--- config.mk ---
export PLATFORM = sky130hd
export DESIGN_NAME = ioSubsystem
export DESIGN_NICKNAME = d
export VERILOG_FILES = /design/src/design/ioTypes.sv /design/src/design/baudTimer.sv /design/src/design/ioSubsystem.sv /design/src/design/ioUnit.sv /design/src/design/serialFifo.sv /design/src/design/uartTx.sv
export SDC_FILE = /design/constraint.sdc
export NUM_CORES = 1
export LEC_CHECK = 0
export ABC_AREA = 1
export BUFFER_PORTS_ARGS = -buffer_cell sky130_fd_sc_hd__buf_2
export CAP_MARGIN = 30
export CORE_MARGIN = 2
export CORE_UTILIZATION = 45
export DETAILED_ROUTE_END_ITERATION = 8
export HOLD_SLACK_MARGIN = 0.08
export PLACE_DENSITY_LB_ADDON = 0.08
export SYNTH_ARGS = -nofsm -noshare
export SYNTH_HDL_FRONTEND = slang
export SYNTH_SLANG_ARGS = --single-unit
--- constraint.sdc ---
create_clock -name clk -period 8.4 [get_ports clk]
set_clock_uncertainty 0.1 [all_clocks]
set_input_delay 1.26 -clock clk [delete_from_list [all_inputs] [get_ports clk]]
set_output_delay 1.26 -clock clk [all_outputs]
set_load 0.02 [all_outputs]
--- src/design/ioTypes.sv ---
// ~~~~~~~~~~~~~~~~~~~~~~~~~~~~~~~~~~~~~~~~
// Shared types of the I/O subsystem
// Word types, timer structs, write request
// Address map, register and UART enums
// ~~~~~~~~~~~~~~~~~~~~~~~~~~~~~~~~~~~~~~~~
`default_nettype none

package ioTypes;

    typedef logic [31:0] DataPath;
    typedef logic [15:0] PhyAddrPath;
    typedef logic [7:0]  SerialByte;

    // 64-bit timer value, hi half in the upper bits
    typedef struct packed {
        DataPath hi;
        DataPath low;
    } TimerValue;

    typedef struct packed {
        TimerValue mtime;
        TimerValue mtimecmp;
    } TimerRegs;

    typedef struct packed {
        PhyAddrPath addr;
        DataPath    data;
        logic       we;
    } IoWriteReq;

    localparam PhyAddrPath PHY_ADDR_TIMER_LOW     = 16'h0000;
    localparam PhyAddrPath PHY_ADDR_TIMER_HI      = 16'h0004;
    localparam PhyAddrPath PHY_ADDR_TIMER_CMP_LOW = 16'h0008;
    localparam PhyAddrPath PHY_ADDR_TIMER_CMP_HI  = 16'h000C;
    localparam PhyAddrPath PHY_ADDR_SERIAL_OUTPUT = 16'h0010;
    localparam PhyAddrPath PHY_ADDR_SERIAL_STATUS = 16'h0014;

    // Bit positions in the serial status word
    localparam int SERIAL_STATUS_FULL_BIT = 0;
    localparam int SERIAL_STATUS_BUSY_BIT = 1;

    typedef enum logic [2:0] {
        REG_TIMER_LOW,
        REG_TIMER_HI,
        REG_CMP_LOW,
        REG_CMP_HI,
        REG_SERIAL_OUT,
        REG_SERIAL_STATUS,
        REG_NONE
    } IoRegSel;

    typedef enum logic [1:0] {
        TX_IDLE,
        TX_START,
        TX_DATA,
        TX_STOP
    } UartState;

    function automatic IoRegSel decodeAddr(input PhyAddrPath addr);
        IoRegSel sel;
        case (addr)
            PHY_ADDR_TIMER_LOW:     sel = REG_TIMER_LOW;
            PHY_ADDR_TIMER_HI:      sel = REG_TIMER_HI;
            PHY_ADDR_TIMER_CMP_LOW: sel = REG_CMP_LOW;
            PHY_ADDR_TIMER_CMP_HI:  sel = REG_CMP_HI;
            PHY_ADDR_SERIAL_OUTPUT: sel = REG_SERIAL_OUT;
            PHY_ADDR_SERIAL_STATUS: sel = REG_SERIAL_STATUS;
            default:                sel = REG_NONE;
        endcase
        return sel;
    endfunction

endpackage

`default_nettype wire

--- src/design/baudTimer.sv ---
// ~~~~~~~~~~~~~~~~~~~~~~~~~~~~~~~~~~~~~~~~
// Bit period timer for the UART
// ~~~~~~~~~~~~~~~~~~~~~~~~~~~~~~~~~~~~~~~~
`default_nettype none

module baudTimer #(
    parameter int CLKS_PER_BIT = 16
) (
    input  logic clk,
    input  logic reset,
    input  logic run,
    output logic bitTick
);

    localparam int CNT_W = (CLKS_PER_BIT > 1) ? $clog2(CLKS_PER_BIT) : 1;

    logic [CNT_W-1:0] count;

    // Held at the reload value while stopped so each rise of run starts a full period
    always_ff @(posedge clk) begin
        if (reset) begin
            count <= CNT_W'(CLKS_PER_BIT - 1);
        end else if (!run || bitTick) begin
            count <= CNT_W'(CLKS_PER_BIT - 1);
        end else begin
            count <= count - 1'b1;
        end
    end

    assign bitTick = run && (count == '0);

    // No tick while stopped or on the cycle that run rises
    tickOnlyWhileRunning: assert property (
        @(posedge clk) disable iff (reset)
        bitTick |-> run && ($past(run) || CLKS_PER_BIT == 1)
    );

endmodule

`default_nettype wire

--- src/design/ioSubsystem.sv ---
// ~~~~~~~~~~~~~~~~~~~~~~~~~~~~~~~~~~~~~~~~
// I/O subsystem top level
// I/O unit, serial FIFO, baud timer, UART
// ~~~~~~~~~~~~~~~~~~~~~~~~~~~~~~~~~~~~~~~~
`default_nettype none

module ioSubsystem
    import ioTypes::*;
#(
    parameter int CLKS_PER_BIT = 16,
    parameter int FIFO_DEPTH   = 4
) (
    input  logic       clk,
    input  logic       reset,
    input  IoWriteReq  writeReq,
    input  PhyAddrPath readAddr,
    output DataPath    readData,
    output logic       timerIrq,
    output logic       txd
);

    logic      serialWe;
    SerialByte serialData;
    logic      fifoFull;
    logic      fifoEmpty;
    logic      pop;
    SerialByte headByte;
    logic      run;
    logic      bitTick;
    logic      uartBusy;
    logic      txBusy;

    // Busy until the line is idle and nothing is queued
    assign txBusy = uartBusy || !fifoEmpty;

    ioUnit ioUnitInst (
        .clk        (clk),
        .reset      (reset),
        .writeReq   (writeReq),
        .readAddr   (readAddr),
        .readData   (readData),
        .timerIrq   (timerIrq),
        .serialWe   (serialWe),
        .serialData (serialData),
        .fifoFull   (fifoFull),
        .fifoEmpty  (fifoEmpty),
        .txBusy     (txBusy)
    );

    serialFifo #(
        .FIFO_DEPTH (FIFO_DEPTH)
    ) serialFifoInst (
        .clk      (clk),
        .reset    (reset),
        .push     (serialWe),
        .pushByte (serialData),
        .pop      (pop),
        .headByte (headByte),
        .full     (fifoFull),
        .empty    (fifoEmpty)
    );

    baudTimer #(
        .CLKS_PER_BIT (CLKS_PER_BIT)
    ) baudTimerInst (
        .clk     (clk),
        .reset   (reset),
        .run     (run),
        .bitTick (bitTick)
    );

    uartTx uartTxInst (
        .clk       (clk),
        .reset     (reset),
        .fifoEmpty (fifoEmpty),
        .headByte  (headByte),
        .pop       (pop),
        .run       (run),
        .bitTick   (bitTick),
        .txd       (txd),
        .busy      (uartBusy)
    );

endmodule

`default_nettype wire

--- src/design/ioUnit.sv ---
// ~~~~~~~~~~~~~~~~~~~~~~~~~~~~~~~~~~~~~~~~
// I/O unit with address decode, machine
// timer, interrupt compare, read mux and
// serial output strobe
// ~~~~~~~~~~~~~~~~~~~~~~~~~~~~~~~~~~~~~~~~
`default_nettype none

module ioUnit
    import ioTypes::*;
(
    input  logic       clk,
    input  logic       reset,
    input  IoWriteReq  writeReq,
    input  PhyAddrPath readAddr,
    output DataPath    readData,
    output logic       timerIrq,
    output logic       serialWe,
    output SerialByte  serialData,
    input  logic       fifoFull,
    input  logic       fifoEmpty,
    input  logic       txBusy
);

    TimerRegs tmReg;
    TimerRegs tmNext;
    IoRegSel  writeSel;
    IoRegSel  readSel;
    logic     statusBusy;
    DataPath  statusWord;

    always_ff @(posedge clk) begin
        if (reset) begin
            tmReg <= '0;
        end else begin
            tmReg <= tmNext;
        end
    end

    assign writeSel = decodeAddr(writeReq.addr);
    assign readSel  = decodeAddr(readAddr);

    // Increment first and let a written half override
    always_comb begin
        tmNext = tmReg;
        tmNext.mtime = 64'(tmReg.mtime) + 64'd1;
        if (writeReq.we) begin
            case (writeSel)
                REG_TIMER_LOW: tmNext.mtime.low    = writeReq.data;
                REG_TIMER_HI:  tmNext.mtime.hi     = writeReq.data;
                REG_CMP_LOW:   tmNext.mtimecmp.low = writeReq.data;
                REG_CMP_HI:    tmNext.mtimecmp.hi  = writeReq.data;
                default: ;
            endcase
        end
    end

    // Interrupt level looks at the values after this edge
    assign timerIrq = 64'(tmNext.mtime) >= 64'(tmNext.mtimecmp);

    // A queued byte still counts as busy
    assign statusBusy = txBusy || !fifoEmpty;

    always_comb begin
        statusWord = '0;
        statusWord[SERIAL_STATUS_FULL_BIT] = fifoFull;
        statusWord[SERIAL_STATUS_BUSY_BIT] = statusBusy;
    end

    // Zero-latency read path from the current registers
    always_comb begin
        case (readSel)
            REG_TIMER_LOW:     readData = tmReg.mtime.low;
            REG_TIMER_HI:      readData = tmReg.mtime.hi;
            REG_CMP_LOW:       readData = tmReg.mtimecmp.low;
            REG_SERIAL_STATUS: readData = statusWord;
            // Unmapped addresses fall back to mtimecmp hi
            default:           readData = tmReg.mtimecmp.hi;
        endcase
    end

    // Serial strobe and low byte of the write data
    assign serialWe   = writeReq.we && (writeSel == REG_SERIAL_OUT);
    assign serialData = writeReq.data[$bits(SerialByte)-1:0];

    // A serial strobe only comes with a core write to the serial-output address
    serialNeedsWrite: assert property (
        @(posedge clk) disable iff (reset)
        serialWe |-> writeReq.we && (writeReq.addr == PHY_ADDR_SERIAL_OUTPUT)
    );

endmodule

`default_nettype wire

--- src/design/serialFifo.sv ---
// ~~~~~~~~~~~~~~~~~~~~~~~~~~~~~~~~~~~~~~~~
// Byte FIFO between I/O unit and UART
// Circular buffer with occupancy count
// ~~~~~~~~~~~~~~~~~~~~~~~~~~~~~~~~~~~~~~~~
`default_nettype none

module serialFifo
    import ioTypes::*;
#(
    parameter int FIFO_DEPTH = 4
) (
    input  logic      clk,
    input  logic      reset,
    input  logic      push,
    input  SerialByte pushByte,
    input  logic      pop,
    output SerialByte headByte,
    output logic      full,
    output logic      empty
);

    localparam int PTR_W = (FIFO_DEPTH > 1) ? $clog2(FIFO_DEPTH) : 1;
    localparam int CNT_W = $clog2(FIFO_DEPTH + 1);

    SerialByte        mem [FIFO_DEPTH];
    logic [PTR_W-1:0] wrPtr;
    logic [PTR_W-1:0] rdPtr;
    logic [CNT_W-1:0] count;
    logic             doPush;

    assign full     = (count == CNT_W'(FIFO_DEPTH));
    assign empty    = (count == '0);
    assign headByte = mem[rdPtr];

    // Bytes arriving while full are dropped
    assign doPush = push && !full;

    always_ff @(posedge clk) begin
        if (doPush) begin
            mem[wrPtr] <= pushByte;
        end
    end

    always_ff @(posedge clk) begin
        if (reset) begin
            wrPtr <= '0;
            rdPtr <= '0;
            count <= '0;
        end else begin
            if (doPush) begin
                wrPtr <= (wrPtr == PTR_W'(FIFO_DEPTH - 1)) ? '0 : wrPtr + 1'b1;
            end
            if (pop) begin
                rdPtr <= (rdPtr == PTR_W'(FIFO_DEPTH - 1)) ? '0 : rdPtr + 1'b1;
            end
            count <= count + CNT_W'(doPush) - CNT_W'(pop);
        end
    end

    // Transmitter only takes a byte that is there
    noPopWhenEmpty: assert property (
        @(posedge clk) disable iff (reset)
        pop |-> !empty
    );

endmodule

`default_nettype wire

--- src/design/uartTx.sv ---
// ~~~~~~~~~~~~~~~~~~~~~~~~~~~~~~~~~~~~~~~~
// 8N1 serial transmitter FSM
// Shift register and bit counter
// ~~~~~~~~~~~~~~~~~~~~~~~~~~~~~~~~~~~~~~~~
`default_nettype none

module uartTx
    import ioTypes::*;
(
    input  logic      clk,
    input  logic      reset,
    input  logic      fifoEmpty,
    input  SerialByte headByte,
    output logic      pop,
    output logic      run,
    input  logic      bitTick,
    output logic      txd,
    output logic      busy
);

    UartState  state;
    UartState  stateNext;
    SerialByte shiftReg;
    SerialByte shiftNext;
    logic [2:0] bitCnt;
    logic [2:0] bitCntNext;
    logic       txdNext;

    assign pop  = (state == TX_IDLE) && !fifoEmpty;
    assign run  = (state != TX_IDLE);
    assign busy = (state != TX_IDLE);

    always_comb begin
        stateNext  = state;
        shiftNext  = shiftReg;
        bitCntNext = bitCnt;
        case (state)
            TX_IDLE: begin
                if (pop) begin
                    shiftNext = headByte;
                    stateNext = TX_START;
                end
            end
            TX_START: begin
                if (bitTick) begin
                    bitCntNext = '0;
                    stateNext  = TX_DATA;
                end
            end
            TX_DATA: begin
                if (bitTick) begin
                    // LSB first
                    shiftNext  = shiftReg >> 1;
                    bitCntNext = bitCnt + 1'b1;
                    if (bitCnt == 3'd7) begin
                        stateNext = TX_STOP;
                    end
                end
            end
            default: begin
                if (bitTick) begin
                    stateNext = TX_IDLE;
                end
            end
        endcase
    end

    // Line level for the state being entered
    always_comb begin
        case (stateNext)
            TX_START: txdNext = 1'b0;
            TX_DATA:  txdNext = shiftNext[0];
            default:  txdNext = 1'b1;
        endcase
    end

    always_ff @(posedge clk) begin
        if (reset) begin
            state <= TX_IDLE;
            txd   <= 1'b1;
        end else begin
            state <= stateNext;
            txd   <= txdNext;
        end
    end

    always_ff @(posedge clk) begin
        shiftReg <= shiftNext;
        bitCnt   <= bitCntNext;
    end

    // Registered line stays at mark level while idle
    idleLineHigh: assert property (
        @(posedge clk) disable iff (reset)
        (state == TX_IDLE) |-> txd
    );

endmodule

`default_nettype wire

# Word level (Yosys, flattened, before mapping)
# Memory sizes are Yosys's and may differ from the RTL's. A register that Yosys moved wholly into a read port is not among the register bits.
# Index checks and enable logic that the tools add are counted.
dict set report totals {
  ff_bits 153
  ram_bits 32
  in_bits 67
  out_inout_bits 34
  memories 1
}
# name words width read_ports rd_ports_with_merged_regs write_ports line
set mem_list {}
lappend mem_list {serialFifoInst.mem 4 8 1 1 1 serialFifo.sv:25} ;# SerialByte mem [FIFO_DEPTH];
dict set report op_classes {
  addsub 7
  magnitude_cmp 1
  n_eq_ne 28
  mux 27
  reduce_logical 23
}
# op n
set ops {}
lappend ops {{$mux 128} 1}
lappend ops {{$mux 32} 4}
lappend ops {{$pmux 32 s4} 1}
lappend ops {{$add 64x1->64 const B} 1}
lappend ops {{$eq 16x4->1 const B} 4}
lappend ops {{$eq 16x5->1 const B} 4}
lappend ops {{$ge 64x64->1} 1}
lappend ops {{$pmux 3 s6} 2}
lappend ops {{$eq 16x3->1 const B} 2}
lappend ops {{$logic_not 16->1} 2}
lappend ops {{$mux 2} 9}
lappend ops {{$mux 8} 2}
lappend ops {{$pmux 8 s2} 1}
lappend ops {{$eq 3x3->1 const B} 4}
lappend ops {{$eq 3x2->1 const B} 3}
lappend ops {{$logic_not 3->1} 3}
lappend ops {{$eq 2x2->1 const B} 4}
lappend ops {{$eq 3x1->1 const B} 2}
lappend ops {{$mux 3} 2}
lappend ops {{$ne 2x2->1 const B} 3}
lappend ops {{$pmux 2 s3} 1}
lappend ops {{$pmux 3 s2} 1}
lappend ops {{$reduce_and 3->1} 2}
lappend ops {{$reduce_bool 2->1} 3}
lappend ops {{14 further kinds} 24}

# Depth between registers and ports, before layout
dict set report depth {
  ltp_word 7
  mapped_depth 25
  mapped_depth_nobuf 23
}

# Modules after synthesis
# A second synthesis with hierarchy kept.
dict set report hier_totals {
  hier_cells 1892
  area_unflattened_um2 12390.6
}
# mod instances cells_each area_each_um2
set by_module_without_submodules {}
lappend by_module_without_submodules {ioUnit 1 1667 9893.2}
lappend by_module_without_submodules {serialFifo 1 135 1656.6}
lappend by_module_without_submodules {uartTx 1 67 661.9}
lappend by_module_without_submodules {baudTimer 1 21 171.4}
lappend by_module_without_submodules {ioSubsystem 1 2 7.5}

# Worst setup path before layout
# Ideal clock, no wire load.
dict set report synth_path {
  path_kind {input-to-output}
  start {input port writeReq[48] (netlist name)}
  end {output port timerIrq}
  arrival_ns 3.547
  path_slack_ns 3.493
  cell_stages 17
  cell_sequence {nor2_1 -> nand2_1 -> nor2_2 -> buf_4 -> nand4_2 -> nor2_2 -> buf_4 -> buf_4 -> nand3_1 -> nand2_1 -> inv_1 -> ha_1 -> nand2_1 -> nor4_1 -> and3_1 -> nand2_1 -> nand3_1}
}
# item line
set synth_lines {}
lappend synth_lines {{start, declared} ioSubsystem.sv:15} ;# input IoWriteReq writeReq,
lappend synth_lines {{end, declared} ioSubsystem.sv:18} ;# output logic timerIrq,

# Worst setup path in the final report
dict set report layout_path {
  start {input port writeReq[46] (netlist name)}
  end {output port timerIrq}
}
dict set report layout_between {
  elab_chain_cells 6
}
# item line
set layout_rtl {}
lappend layout_rtl {{$eq 16x5->1 (tied with other cells)} ioTypes.sv:61} ;# case (addr)
lappend layout_rtl {{$pmux 3 s6 *} ioTypes.sv:61}
lappend layout_rtl {{$eq 3x1->1 (tied with other cells)} ioUnit.sv:47} ;# case (writeSel)
lappend layout_rtl {{$mux 32} ioUnit.sv:47}
lappend layout_rtl {{$mux 128 *} ioUnit.sv:46} ;# if (writeReq.we) begin
lappend layout_rtl {{$ge 64x64->1 *} ioUnit.sv:58} ;# assign timerIrq = 64'(tmNext.mtime) >= 64'(tmNext.mtimecmp);
# Every way passes the cells marked *; elsewhere a longest branch is shown, timed or not.

==> results.toml <==
[drt]
ant_nets = 0
vias = 12700
post_drt_wl_per_cell_um = 18.4
drt_iter0_markers = 1281
drt-total-wl_mm = 43.8
firstDrtPassIters = 6
drc_errors = 0
viasPerCell = 5.35

[die]
die_x_um = 171
rows = 61
fp.dieH_um = 171
start_util = 0.453
die-area_um2 = 29200
ios = 101
core_area_um2 = 27600

[finish]
n_antenna_cell = 0
fill_cells = 2891
drive_above_1_share = 0.0854
syn_to_final_growth_pct = 11.1
fin_nets = 2133
fin_cells = 2380

[pwr]
power_per_cell_area_nw_per_um2 = 159
swShare = 0.298
switching_power_uw = 660
fin_total_pwr_uw = 2220
ir_worst_vdd_mv = 0.127
seqPwrFrac = 0.467
combinationalPowerShare = 0.164
p_int_uw = 1560
leakagePower_uw = 0.00644
pwr-share-clk = 0.369

[place]
place_inst = 2348
hpwl_mm = 33.9
pre_cts_slack_ps = 1870
globalplace.congestion = 0.942
io_buffers = 100

[cts]
numCtsBuffers = 17
cts.clk_slew.worst_paths_ps = 70
cts_tree = "yes"
postCtsHoldBufs = 0
cts_setup_buffers = 0
htreeDepth = 4
cts_num_sinks = 187
clk_path_buf_depth = 2
cts_resized = 0
cts-root-buf = "clkbuf_16"
clk_latency_ps = 450

[yosys]
synth.net_count = 2068
synth_edf_count = 42
syn_inst = 1924
synth_area_um2 = 12500
ys_seq_area_frac = 0.332
ys_warn_count = 0
async_flop_share = 0
synthDistinctLibCells = 46
ys.flop_type = "dfxtp_1"
synth_top_area_cell = "dfxtp_1"
synthTopCellsByArea = "dfxtp_1, nand2_1, edfxtp_1"
synth_most_common_cell = "nand2_1"
synth_top_cells_by_count = "nand2_1, nor2_1, inv_1"
ys_ff_latch = 187
synth_top_area_share = 0.232
syn_avg_cell_area_um2 = 6.51

[sta]
fin_crit_sh = 0.788
whs_ps = 305
setup_viol = 0
period_needed_ps = 6620
rsz0062_at_grt = "false"
hold_viol = 0
worstMarginPinSlew_ps = 861
slew_headroom = 0.424
maxSlewViolCount = 0
fmax_ghz = 0.151
tns_ps = 0
worst_slack_ps = 1780

[global_routing]
grt_overflow = 0
grt_pass1_vias = 12100
track_usage = 0.309
antenna_found_initial = 0
grt_start_max_net_pins = 69
grt_pass1_wl_mm = 68.4

[setup_path]
cp_max_fo = 36
cp_data_required_time_ps = 7040
cp-end-kind = "output pin"
reg2regPathDepth = 9
worstReg2RegEnd = "serialFifoInst.count[2]"
startpoint_type = "primary input"
r2r_start = "serialFifoInst.count[1]"
crit_arrival_ps = 5260
worstSetupPathType = "in -> out"
regToRegSetupSlack_ps = 5390

[min_path]
min_to = "baudTimerInst.count[0]"
hold_depth = 1
hold_class = "reg -> reg"
hp-start = "baudTimerInst.count[0]"

[run]
cap_violations = 0

[outcome]
run_status = "complete, no violations"
[routing by layer]
metal	global-route usage	up-vias	wire length (um)
met1	0.448	5915	21400
met4	0.0851	0	1020
met5	0	-	0
met3	0.0426	60	2380
li1	-	6327	-
met2	0.481	420	19000
[sequential cells by signal, summed over array words and instances (netlist names), 3 cells and up, named ones only]
register              cells
baudTimerInst.count       4
serialFifoInst.count      3
uartTxInst.bitCnt         3
serialFifoInst.mem       32
ioUnitInst.tmReg        128
uartTxInst.shiftReg       8
[worst max-delay path by stage]
stage	endpoint	from	slack, ps	cells past startpoint
2_1_floorplan	timerIrq	writeReq[48]	3490	17
3_3_place_gp	timerIrq	writeReq[48]	1900	21
3_5_place_dp	timerIrq	writeReq[46]	1870	20
4_1_cts	timerIrq	writeReq[46]	1840	19
5_1_grt	timerIrq	writeReq[48]	1470	20
6_report	timerIrq	writeReq[46]	1780	20
[final cells by class]
class / instances / area, um2 / share of cell area
clock buffer: 23 / 500 / 0.0360
clock inverter: 9 / 82.6 / 0.00593
inverter: 174 / 654 / 0.0470
multi-input combinational: 1494 / 7420 / 0.533
sequential: 187 / 4160 / 0.299
tap: 378 / 473 / 0.0340
timing repair buffer: 115 / 628 / 0.0451
[critical path, cell delays in order]
cell and delay [ps]:
buf_2 90, nor2_1 100, nand2_1 70, nor2_2 490, nand3_2 590, buf_4 470
o21ai_0 230, mux2i_1 140, ha_1 340, nand2_1 70, nand2_1 50, nand2_1 80
nand2_1 80, nand2_1 90, nand3_1 190, a21oi_1 420, nand2_1 100, nand2_1 70
nand3_1 100, buf_2 180
[placed cells by master (no fill, tap or decap), drive strengths merged, types with 13 or more instances in the layout]
master	n
a21oi	37
buf	115
clkbuf	23
dfxtp	145
edfxtp	42
ha	76
inv	176
mux2i	30
nand2	631
nand3	119
nand4	58
nor2	341
nor3	13
o21ai	107
o21bai	27
xor2	19
[through the flow]
step	util	area, um2
final	0.504	13900
after global routing	0.504	13900
after CTS	0.504	13900
after floorplan	-	12500
after global placement	0.483	13300
after detailed placement	0.483	13300
[power groups by stage]
stage / Sequential, uW / Clock, uW / Combinational [uW]
after floorplan: 1030 / 0 / 250
after global placement: 1050 / 0 / 355
after detailed placement: 1050 / 0 / 359
after CTS: 1030 / 833 / 361
after global routing: 1040 / 864 / 413
final: 1030 / 818 / 364
[cells by family (layout without fill, tap and decap cells)]
group | count (synthesis) | in the layout | share of synthesized area
simple gates | 1171 | 1171 | 0.385
xor+xnor | 26 | 26 | 0.0182
mux | 30 | 30 | 0.0240
compound gates | 190 | 190 | 0.0853
buf+inv | 243 | 321 | 0.0779
fa+ha+maj | 77 | 77 | 0.0775
flops | 187 | 187 | 0.332
No activity file was read; power rests on OpenSTA's default activity.
